`src/verilog/wormhole_pkg.sv`:
```
// wormhole link sizes, flit link and packet structs, adapter state enums.

package wormhole_pkg;

  // one flit on the narrow link.
  localparam int flit_width_lp = 16;

  // header fields, kept in the low bits of the first flit.
  localparam int cord_width_lp = 4;
  localparam int len_width_lp  = 2; // flits after the header flit, 0 to 3.

  // the full packet is 64 bits, which is exactly four flits.
  localparam int payload_width_lp  = 58;
  localparam int max_flits_lp      = 4;
  localparam int flit_cnt_width_lp = 2;

  // forward half of a ready-and flit link. ready runs on its own wire.
  typedef struct packed {
    logic                     v;
    logic [flit_width_lp-1:0] data;
  } link_s;

  // header as seen in the low six bits of flit 0.
  typedef struct packed {
    logic [len_width_lp-1:0]  len;
    logic [cord_width_lp-1:0] cord;
  } header_s;

  // packet layout is payload, length, coordinate, coordinate lowest.
  typedef struct packed {
    logic [payload_width_lp-1:0] payload;
    logic [len_width_lp-1:0]     len;
    logic [cord_width_lp-1:0]    cord;
  } packet_s;

  // serializer states.
  typedef enum logic {
    ser_idle,
    ser_send
  } ser_state_e;

  // deserializer states.
  typedef enum logic {
    des_collect,
    des_full
  } des_state_e;

endpackage
```
`src/verilog/wormhole_link_top.sv`:
```
// wormhole_link_top: packet serializer, flit buffer and packet deserializer in a chain.

`timescale 1ns/10ps

module wormhole_link_top (
  input  logic                  clk_i,
  input  logic                  rst_i,

  input  wormhole_pkg::packet_s packet_i,
  input  logic                  packet_v_i,
  output logic                  packet_ready_o,

  output wormhole_pkg::packet_s packet_o,
  output logic                  packet_v_o,
  input  logic                  packet_yumi_i
);

  import wormhole_pkg::*;

  link_s ser_link;  // adapter in to buffer.
  logic  ser_ready;
  link_s fifo_link; // buffer to adapter out.
  logic  des_ready;

  wormhole_adapter_in ser0 (
    .clk_i          (clk_i),
    .rst_i          (rst_i),
    .packet_i       (packet_i),
    .packet_v_i     (packet_v_i),
    .packet_ready_o (packet_ready_o),
    .link_o         (ser_link),
    .link_ready_i   (ser_ready)
  );

  // stands in for the network between the two ends.
  wormhole_flit_fifo fifo0 (
    .clk_i        (clk_i),
    .rst_i        (rst_i),
    .link_i       (ser_link),
    .link_ready_o (ser_ready),
    .link_o       (fifo_link),
    .link_ready_i (des_ready)
  );

  wormhole_adapter_out des0 (
    .clk_i         (clk_i),
    .rst_i         (rst_i),
    .link_i        (fifo_link),
    .link_ready_o  (des_ready),
    .packet_o      (packet_o),
    .packet_v_o    (packet_v_o),
    .packet_yumi_i (packet_yumi_i)
  );

endmodule

```
`src/verilog/wormhole_adapter_out.sv`:
```
// wormhole_adapter_out: dynamic-length flit deserializer that holds the packet until yumi.

`timescale 1ns/10ps

module wormhole_adapter_out (
  input  logic                  clk_i,
  input  logic                  rst_i,

  input  wormhole_pkg::link_s   link_i,
  output logic                  link_ready_o,

  output wormhole_pkg::packet_s packet_o,
  output logic                  packet_v_o,
  input  logic                  packet_yumi_i
);

  import wormhole_pkg::*;

  des_state_e                                 state_r;
  logic [max_flits_lp-1:0][flit_width_lp-1:0] buf_r;
  logic [flit_cnt_width_lp-1:0]               cnt_r;
  logic [flit_cnt_width_lp-1:0]               last_r;

  header_s                      header_li;
  logic                         recv;
  logic [flit_cnt_width_lp-1:0] last_idx;

  // only meaningful on the first flit of a packet.
  assign header_li = link_i.data[$bits(header_s)-1:0];

  assign link_ready_o = (state_r == des_collect);
  assign packet_v_o   = (state_r == des_full);
  assign packet_o     = buf_r;

  assign recv = link_i.v & link_ready_o;

  // the header flit brings the length, later flits use the stored copy.
  // expecting len + 1 flits means the last one has index len.
  assign last_idx = (cnt_r == '0) ? header_li.len : last_r;

  always_ff @(posedge clk_i) begin
    if (rst_i) begin
      state_r <= des_collect;
      cnt_r   <= '0;
      last_r  <= '0;
    end else begin
      case (state_r)
        des_collect: begin
          if (recv) begin
            last_r <= last_idx;
            if (cnt_r == last_idx) begin
              state_r <= des_full;
              cnt_r   <= '0;
            end else begin
              cnt_r <= cnt_r + 1'b1;
            end
          end
        end
        des_full: begin
          if (packet_yumi_i) begin
            state_r <= des_collect;
          end
        end
        default: begin
          state_r <= des_collect;
        end
      endcase
    end
  end

  // flits land in their slot from the low end.
  // clearing on yumi leaves the unsent high flits of a short packet at zero.
  always_ff @(posedge clk_i) begin
    if (rst_i) begin
      buf_r <= '0;
    end else if (packet_v_o && packet_yumi_i) begin
      buf_r <= '0;
    end else if (recv) begin
      buf_r[cnt_r] <= link_i.data;
    end
  end

  // the consumer may only take a packet that is presented.
  a_yumi_when_valid: assert property (
    @(posedge clk_i) disable iff (rst_i)
    packet_yumi_i |-> packet_v_o
  ) else $error("yumi given with no packet at the adapter out.");

  // a presented packet stays put until it is taken, so no flit slipped in.
  a_no_flit_while_full: assert property (
    @(posedge clk_i) disable iff (rst_i)
    (packet_v_o && !packet_yumi_i) |=> (packet_v_o && $stable(packet_o))
  ) else $error("packet at the adapter out changed before yumi.");

endmodule

```
`src/verilog/wormhole_flit_fifo.sv`:
```
// wormhole_flit_fifo: two-entry flit buffer with ready-and on both sides.

`timescale 1ns/10ps

module wormhole_flit_fifo (
  input  logic                clk_i,
  input  logic                rst_i,

  input  wormhole_pkg::link_s link_i,
  output logic                link_ready_o,

  output wormhole_pkg::link_s link_o,
  input  logic                link_ready_i
);

  import wormhole_pkg::*;

  logic [1:0][flit_width_lp-1:0] mem_r;
  logic                          wr_ptr_r;
  logic                          rd_ptr_r;
  logic [1:0]                    count_r;

  logic wr_en;
  logic rd_en;

  // ready only looks at occupancy, so it never depends on the reader.
  assign link_ready_o = (count_r != 2'd2);
  assign link_o.v     = (count_r != 2'd0);
  assign link_o.data  = mem_r[rd_ptr_r];

  assign wr_en = link_i.v & link_ready_o;
  assign rd_en = link_o.v & link_ready_i;

  always_ff @(posedge clk_i) begin
    if (rst_i) begin
      wr_ptr_r <= 1'b0;
      rd_ptr_r <= 1'b0;
      count_r  <= 2'd0;
    end else begin
      if (wr_en) begin
        wr_ptr_r <= ~wr_ptr_r;
      end
      if (rd_en) begin
        rd_ptr_r <= ~rd_ptr_r;
      end
      // a read and a write together leave the count alone.
      case ({wr_en, rd_en})
        2'b10:   count_r <= count_r + 2'd1;
        2'b01:   count_r <= count_r - 2'd1;
        default: count_r <= count_r;
      endcase
    end
  end

  always_ff @(posedge clk_i) begin
    if (wr_en) begin
      mem_r[wr_ptr_r] <= link_i.data;
    end
  end

  // with equal pointers the buffer is either empty or full, and a write needs room.
  a_no_write_full: assert property (
    @(posedge clk_i) disable iff (rst_i)
    wr_en |-> ((wr_ptr_r != rd_ptr_r) || (count_r == 2'd0))
  ) else $error("flit buffer written while full.");

  // a read needs a slot holding data.
  a_no_read_empty: assert property (
    @(posedge clk_i) disable iff (rst_i)
    rd_en |-> ((wr_ptr_r != rd_ptr_r) || (count_r == 2'd2))
  ) else $error("flit buffer read while empty.");

endmodule

```
`src/verilog/wormhole_adapter_in.sv`:
```
// wormhole_adapter_in: serializes a whole packet into flits on a ready-and link.

`timescale 1ns/10ps

module wormhole_adapter_in (
  input  logic                 clk_i,
  input  logic                 rst_i,

  input  wormhole_pkg::packet_s packet_i,
  input  logic                 packet_v_i,
  output logic                 packet_ready_o,

  output wormhole_pkg::link_s  link_o,
  input  logic                 link_ready_i
);

  import wormhole_pkg::*;

  ser_state_e                  state_r;
  packet_s                     packet_r;
  logic [flit_cnt_width_lp-1:0] cnt_r;

  logic [max_flits_lp-1:0][flit_width_lp-1:0] flits;
  logic                                       accept;
  logic                                       send;
  logic                                       last_flit;

  // a new packet is taken only when the previous one is fully sent.
  assign packet_ready_o = (state_r == ser_idle);
  assign accept         = packet_v_i & packet_ready_o;

  // the registered packet viewed as flits, flit 0 lowest.
  assign flits = packet_r;

  assign link_o.v    = (state_r == ser_send);
  assign link_o.data = flits[cnt_r]; // held while the counter waits.

  assign send      = link_o.v & link_ready_i;
  assign last_flit = (cnt_r == packet_r.len); // len counts flits after the header.

  always_ff @(posedge clk_i) begin
    if (rst_i) begin
      state_r <= ser_idle;
      cnt_r   <= '0;
    end else begin
      case (state_r)
        ser_idle: begin
          if (accept) begin
            state_r <= ser_send;
            cnt_r   <= '0;
          end
        end
        ser_send: begin
          if (send) begin
            if (last_flit) begin
              state_r <= ser_idle;
              cnt_r   <= '0;
            end else begin
              cnt_r <= cnt_r + 1'b1;
            end
          end
        end
        default: begin
          state_r <= ser_idle;
        end
      endcase
    end
  end

  // the payload register loads on acceptance only.
  always_ff @(posedge clk_i) begin
    if (accept) begin
      packet_r <= packet_i;
    end
  end

  // a stalled flit must stay valid and unchanged until the buffer takes it.
  a_hold_under_backpressure: assert property (
    @(posedge clk_i) disable iff (rst_i)
    (link_o.v && !link_ready_i) |=> (link_o.v && $stable(link_o.data))
  ) else $error("adapter in changed a flit that was not yet taken.");

endmodule

```
`config.mk`:
```
export PLATFORM = sky130hd
export DESIGN_NAME = wormhole_link_top
export DESIGN_NICKNAME = d
export VERILOG_FILES = /design/src/verilog/wormhole_pkg.sv /design/src/verilog/wormhole_link_top.sv /design/src/verilog/wormhole_adapter_out.sv /design/src/verilog/wormhole_flit_fifo.sv /design/src/verilog/wormhole_adapter_in.sv
export SDC_FILE = /design/constraint.sdc
export NUM_CORES = 1
export LEC_CHECK = 0
export ABC_AREA = 1
export CAP_MARGIN = 20
export CORE_ASPECT_RATIO = 0.7
export CORE_MARGIN = 2
export CORE_UTILIZATION = 45
export DETAILED_ROUTE_END_ITERATION = 12
export DONT_BUFFER_PORTS = 1
export GPL_TIMING_DRIVEN = 0
export PLACE_DENSITY = 0.58
export RECOVER_POWER = 100
export SKIP_LAST_GASP = 1
export SYNTH_ARGS = -nofsm -noshare
export SYNTH_HDL_FRONTEND = slang
export SYNTH_HIERARCHICAL = 1
export SYNTH_SLANG_ARGS = --single-unit
```
`constraint.sdc`:
```
create_clock -name clk_i -period 4.7 [get_ports clk_i]
set_input_delay 0.94 -clock clk_i [delete_from_list [all_inputs] [get_ports clk_i]]
set_output_delay 0.94 -clock clk_i [all_outputs]
set_load 0.03 [all_outputs]
```
# [Word level (Yosys, flattened, before mapping)]
# Cells that the tools add are included.
[totals] reg_bits=172 wordCells=75
[classes] addsub=4 n_lt_le_gt_ge=6 eq_ne=7 muxes=25 bitwise=7 reduce_logical=9
[op_table] op="$mux W16" count=5
[op_table] op="$bwmux W64" count=1
[op_table] op="$bmux W16 S2" count=1
[op_table] op="$bwmux W32" count=1
[op_table] op="$demux W16 S2" count=1
[op_table] op="$demux W16 S1" count=1
[op_table] op="$mux W2" count=5
[op_table] op="$pmux W2 S2" count=2
[op_table] op="$add A2 B1 Y2 const B" count=3
[op_table] op="$lt A2 B3 Y1 const B" count=2
[op_table] op="$mux W1" count=6
[op_table] op="$eq A2 B2 Y1" count=2
[op_table] op="$lt A1 B2 Y1 const B" count=2
[op_table] op="$ne A2 B2 Y1 const B" count=2
[op_table] op="$not A1 Y1" count=4
[op_table] op="$pmux W1 S2" count=2
[op_table] op="$reduce_and A2 Y1" count=2
[op_table] op="$reduce_bool A2 Y1" count=2
[op_table] op="$and A1 B1 Y1" count=3
[op_table] op="$logic_and A1 B1 Y1" count=3
[op_table] op="$eq A2 B1 Y1 const B" count=1
[op_table] op="$eq A2 B2 Y1 const B" count=1
[op_table] op="$ge A2 B1 Y1 const B" count=1
[op_table] op="$logic_not A2 Y1" count=1
[op_table] op="4 further kinds" count=4

# [Longest topological paths before layout]
[logic_depth] word_depth=7 depth_mapped=12 depth_no_buf=10

# [Cells and area by module]
# The synthesis kept the hierarchy.
[modules_own_cells] module="wormhole_adapter_out" n_inst=1 cells_per_inst=330 area_per_inst_um2=2803.9 seq_area_each_um2=1381.3
[modules_own_cells] module="wormhole_adapter_in" n_inst=1 cells_per_inst=188 area_per_inst_um2=2536.2 seq_area_each_um2=1981.9
[modules_own_cells] module="wormhole_flit_fifo" n_inst=1 cells_per_inst=119 area_per_inst_um2=1427.6 seq_area_each_um2=1041.0

# [Worst setup path before layout]
# OpenSTA, ideal clock, no wires.
[synth_timing] kind="input -> register" from="in packet_v_i" to="reg ser0.cnt_r[0]" arrival_time_ns=4.142 required_time_ns=4.581 slack_ns=0.438 stages=5 path_cell_list="inv_1 -> nor2_1 -> o21ai_0 -> nand2_1 -> a21oi_1"
[synth_via] elab_chain_cells=3
[synth_lines] item="start, declared" line_no="wormhole_link_top.sv:10" source="input logic packet_v_i,"
[synth_lines] item="$and A1 B1 Y1" line_no="wormhole_adapter_in.sv:30" source="assign accept = packet_v_i & packet_ready_o;"
[synth_lines] item="via ser0.accept" line_no="wormhole_adapter_in.sv:24" source="logic accept;"
[synth_lines] item="$ne A2 B2 Y1 (no source line)"
[synth_lines] item="$reduce_and A2 Y1 (no source line)"
[synth_lines] item="end signal, assigned" line_no="wormhole_adapter_in.sv:59" source="cnt_r <= cnt_r + 1'b1;"
[synth_lines] item="end, declared" line_no="wormhole_adapter_in.sv:21" source="logic [flit_cnt_width_lp-1:0] cnt_r;"
# The timed path passes the listed nets, and every way through them passes these cells.
# A chain may end at the register's enable or synchronous reset.

# [Worst setup path in the final report]
[layout_timing] from="in packet_v_i" to="reg ser0.packet_r, in the netlist ser0/flits[30], enable pin"
[layout_via] elab_chain_cells=1
[layout_lines] item="$and A1 B1 Y1" line_no="wormhole_adapter_in.sv:30"
[layout_lines] item="via ser0.accept" line_no="wormhole_adapter_in.sv:24"
[layout_lines] item="end signal, assigned" line_no="wormhole_adapter_in.sv:73" source="packet_r <= packet_i;"
[layout_lines] item="end, declared" line_no="wormhole_adapter_in.sv:20" source="packet_s packet_r;"
# The timed path passes the listed nets, and every way through them passes these cells.

==> metrics.log <==
INFO  metric post-synth-top-area-fraction = 42.60%
INFO  metric top_level_ports = 134
INFO  metric synth.area.top_cells = sky130_fd_sc_hd__edfxtp_1 (43%), sky130_fd_sc_hd__dfxtp_1 (22%), sky130_fd_sc_hd__nand2_1 (8.9%)
INFO  metric cpPeakStageDelay = 1860 ps
INFO  metric yosys-mux-area-fraction = 0%
INFO  metric crit_required = roughly 4800 ps
INFO  metric grt_start_max_net_pins = 37
INFO  metric timing.final.max_slew_violations = 31
INFO  metric num_antenna_cells = 0
INFO  metric endpoint_kind = flip-flop
INFO  metric cts_hold_buf = 0
INFO  metric cts_max_path_buffers = 2
INFO  metric worst_clock_skew = 10.13 ps
INFO  metric worst_slew_margin_rel = -71.15%
INFO  metric port-buffer-count = 0
INFO  metric failing_checks = max-capacitance violations, max-slew violations
INFO  metric xor_xnor_share_of_the_synthesized_area = 0%
INFO  metric grt_pass1_vias = roughly 4,600
INFO  metric yosysTopAreaCell = sky130_fd_sc_hd__edfxtp_1
INFO  metric max_clock_freq = 0.3285 GHz
INFO  metric postCtsResizedCells = 0
INFO  metric via_count = 4,612
INFO  metric report.final.hold_viol_count = 0
INFO  metric finalCritPeriodShare = 64.78%
INFO  metric synth.lib_cells_used.distinct = 31
INFO  metric area.growth.synth_to_final = 11.28%
INFO  metric core_footprint = 0.01468 mm2
INFO  metric worstHoldPathType = reg -> reg
INFO  metric critical_path.startpoint_type = primary input
INFO  metric avgRoutedWirePerCell = 18.46 um
INFO  metric crit_family = simple AND/OR/NAND/NOR gates
INFO  metric cts.clk_slew.worst_paths = ~60 ps
INFO  metric final.setup.worst_slack = between 1500 and 2000 ps
INFO  metric worstMarginPinSlew = approximately 2600 ps
INFO  metric largest_family_of_logic_cells_by_synthesized_area = simple AND/OR/NAND/NOR gates
INFO  metric post-place-ws = 2375 ps
INFO  metric drtPass1Iterations = 5
INFO  metric synthesis.yosys.warnings = 6
INFO  metric drt_iter0_drc = between 300 and 400
INFO  metric crit_path_buffers_inverters = 2
INFO  metric setup-violations-final = 0
INFO  metric totalNegativeSetupSlack = 0 ps
INFO  metric finalPower = 4781 uW
INFO  metric synth_compound_gate_area_share = 10.80%
INFO  metric yosys_register_bits = 172
INFO  metric power.ir.vdd_worst = around 0.00027 V
INFO  metric cp.arrival = between 3000 and 4000 ps
INFO  metric place.gp.congestion = 0.8032
INFO  metric timing.critical_path.fanout_max = 36
INFO  metric rsz0062_at_grt = no
INFO  metric die_width = 150.6 um
INFO  metric nFillCells = 1,319
INFO  metric final_period_minus_worst_setup_slack = 3045 ps
INFO  metric drc_errors = 0
INFO  metric cts_inserted_buffers = 17
INFO  metric cts_max_level = 4
INFO  metric tritoncts_clock_tree = yes
INFO  metric grtUsageTotal = between 20% and 30%
INFO  metric synthesis.area_per_instance = 10.62 um2
INFO  metric via_per_inst = 5.326
INFO  metric timing.reg2reg.setup_slack = between 1500 and 2000 ps
INFO  metric fp.dieArea = 0.01605 mm2
INFO  metric crit_path_cell_trace = inv_1, nor2_1, buf_12
INFO  metric fp.dieH = 106.6 um
INFO  metric max_cap_viol_count = 1
INFO  metric final_layout_size_suffix_gt1_share = between 10% and 20%
INFO  metric clock_insertion_delay_worst_skew = ~430 ps
INFO  metric synth_area = 0.006768 mm2
INFO  metric nets = between 700 and 800
INFO  metric drt.antenna.violating_nets = 0
INFO  metric layout.cells.most_common_list = sky130_fd_sc_hd__nand2_1 (161), sky130_fd_sc_hd__edfxtp_1 (96), sky130_fd_sc_hd__dfxtp_1 (76)
INFO  metric leakagePower = 0.002682 uW
INFO  metric antenna_violations_before_repair = 1
INFO  metric synthesis.nets = 710
INFO  metric routed_wl = 15,990 um
INFO  metric postSynthCellCount = 637
INFO  metric pwr_density_cell = about 630 mW/mm2
INFO  metric synth_simple_gate_area_share = between 10% and 20%
INFO  metric cts_root_buffer = sky130_fd_sc_hd__clkbuf_16
INFO  metric detailed_place_hpwl = 11,720 um
INFO  metric timing_worst_setup_path_type = in -> reg
INFO  metric yosysSeqAreaShare = 65.08%
INFO  metric critPathSlowestCell = sky130_fd_sc_hd__nor2_1
INFO  metric floorplan.initialDensity = between 40% and 50%
INFO  metric grt_pass1_wl = between 20,000 and 25,000 um
INFO  metric cts_setup_buffers = 0
INFO  metric floorplan.rows = 37
INFO  metric grt.overflow.total = 0
INFO  metric adder_cell_area_share_of_the_yosys_netlist = 0.9244%
INFO  metric most_frequent_standard_cell_in_the_layout_excluding_fill_and_tap_cells = sky130_fd_sc_hd__nand2_1
INFO  metric clock-sinks = 172
INFO  metric result_of_the_run = finished with violations
[layer usage]
layer	vias up	GRT usage [%]	routed length, um
met2	141	30.94	7346
met3	19	8.851	1289
met4	2	6.342	202
li1	2222	-	-
met5	-	0	13
met1	2228	28.32	7136
[layout make-up]
class / count / area, um2 / area share, %
flip-flops and latches: 172 / 4404 / 58.48
multi-input cells: 401 / 1944 / 25.82
clock buffers: 18 / 429.2 / 5.699
well taps: 195 / 244.0 / 3.240
plain buffers: 36 / 216.5 / 2.874
clock inverters: 13 / 150.1 / 1.994
inverters: 28 / 115.1 / 1.528
repair buffers: 3 / 27.53 / 0.3655
[sequential cells by signal, summed over array words and instances (netlist names)]
register / cells
des0/packet_o: 64
ser0/flits: 64
fifo0/mem_r: 32
des0/cnt_r: 2
des0/last_r: 2
fifo0/count_r: 2
ser0/cnt_r: 2
des0/packet_v_o: 1
fifo0/rd_ptr_r: 1
fifo0/wr_ptr_r: 1
ser0/state_r: 1
[path summary, 6_finish.rpt]
kind	from	endpoint	depth (start not counted)
worst min-delay path	des0/last_r[1]$_SDFFE_PP0P_	des0/last_r[1]$_SDFFE_PP0P_	2
worst max register to register	ser0/state_r$_SDFF_PP0_	ser0/flits[30]$_DFFE_PP_	2
worst max-delay path	packet_v_i	ser0/flits[30]$_DFFE_PP_	3
worst min register to register	des0/last_r[1]$_SDFFE_PP0P_	des0/last_r[1]$_SDFFE_PP0P_	2
[cell usage after synthesis]
library cell / number
sky130_fd_sc_hd__nand2_1: 160
sky130_fd_sc_hd__o21bai_1: 1
sky130_fd_sc_hd__o21ai_2: 1
sky130_fd_sc_hd__clkbuf_1: 3
sky130_fd_sc_hd__nand4_1: 1
sky130_fd_sc_hd__clkbuf_2: 1
sky130_fd_sc_hd__ha_1: 5
sky130_fd_sc_hd__a21oi_2: 14
sky130_fd_sc_hd__a21oi_1: 60
sky130_fd_sc_hd__nand2_2: 1
sky130_fd_sc_hd__o22ai_1: 15
sky130_fd_sc_hd__nand2_4: 7
sky130_fd_sc_hd__edfxtp_1: 96
sky130_fd_sc_hd__buf_12: 2
sky130_fd_sc_hd__nand3_2: 10
sky130_fd_sc_hd__dfxtp_1: 76
sky130_fd_sc_hd__inv_8: 1
sky130_fd_sc_hd__inv_2: 6
sky130_fd_sc_hd__buf_6: 4
sky130_fd_sc_hd__buf_2: 11
sky130_fd_sc_hd__o21ai_0: 32
sky130_fd_sc_hd__buf_4: 15
sky130_fd_sc_hd__nor2_2: 1
sky130_fd_sc_hd__nor2_4: 1
sky130_fd_sc_hd__clkinv_4: 1
sky130_fd_sc_hd__inv_1: 19
sky130_fd_sc_hd__o21ai_1: 6
sky130_fd_sc_hd__o211ai_1: 1
sky130_fd_sc_hd__nand3_1: 42
sky130_fd_sc_hd__nor2_1: 43
sky130_fd_sc_hd__inv_4: 1
[per-stage QoR]
step | hold slack, ps | std cells | utilization, % | cell area [um2]
floorplan | 434.7 | 637 | - | 6768
global placement | 450.3 | 832 | 47.78 | 7012
detailed placement | 467.3 | 835 | 48.12 | 7062
CTS | 476.7 | 866 | 52.07 | 7641
global route | 508.9 | 866 | 51.32 | 7531
finish | 478.2 | 866 | 51.32 | 7531
[tightest hold or removal path: stages (launching register included)]
cell and delay (ps):
sky130_fd_sc_hd__dfxtp_1 320, sky130_fd_sc_hd__nand2_1 70, sky130_fd_sc_hd__a21oi_1 50
[logic make-up (layout without fill, tap and decap cells)]
group | Yosys count | after routing
AND/OR/NAND/NOR | 266 | 266
flip-flops | 172 | 172
AO/OA/AOI/OAI | 130 | 130
buffers and inverters | 64 | 98
adder cells (fa/ha/maj) | 5 | 5
[report_power, final]
part	switching, uW	total, uW	internal [uW]
sequential	284	2090	1810
combinational	916	1300	389
clock	560	1390	826
Power figures use the tool's default switching activity.
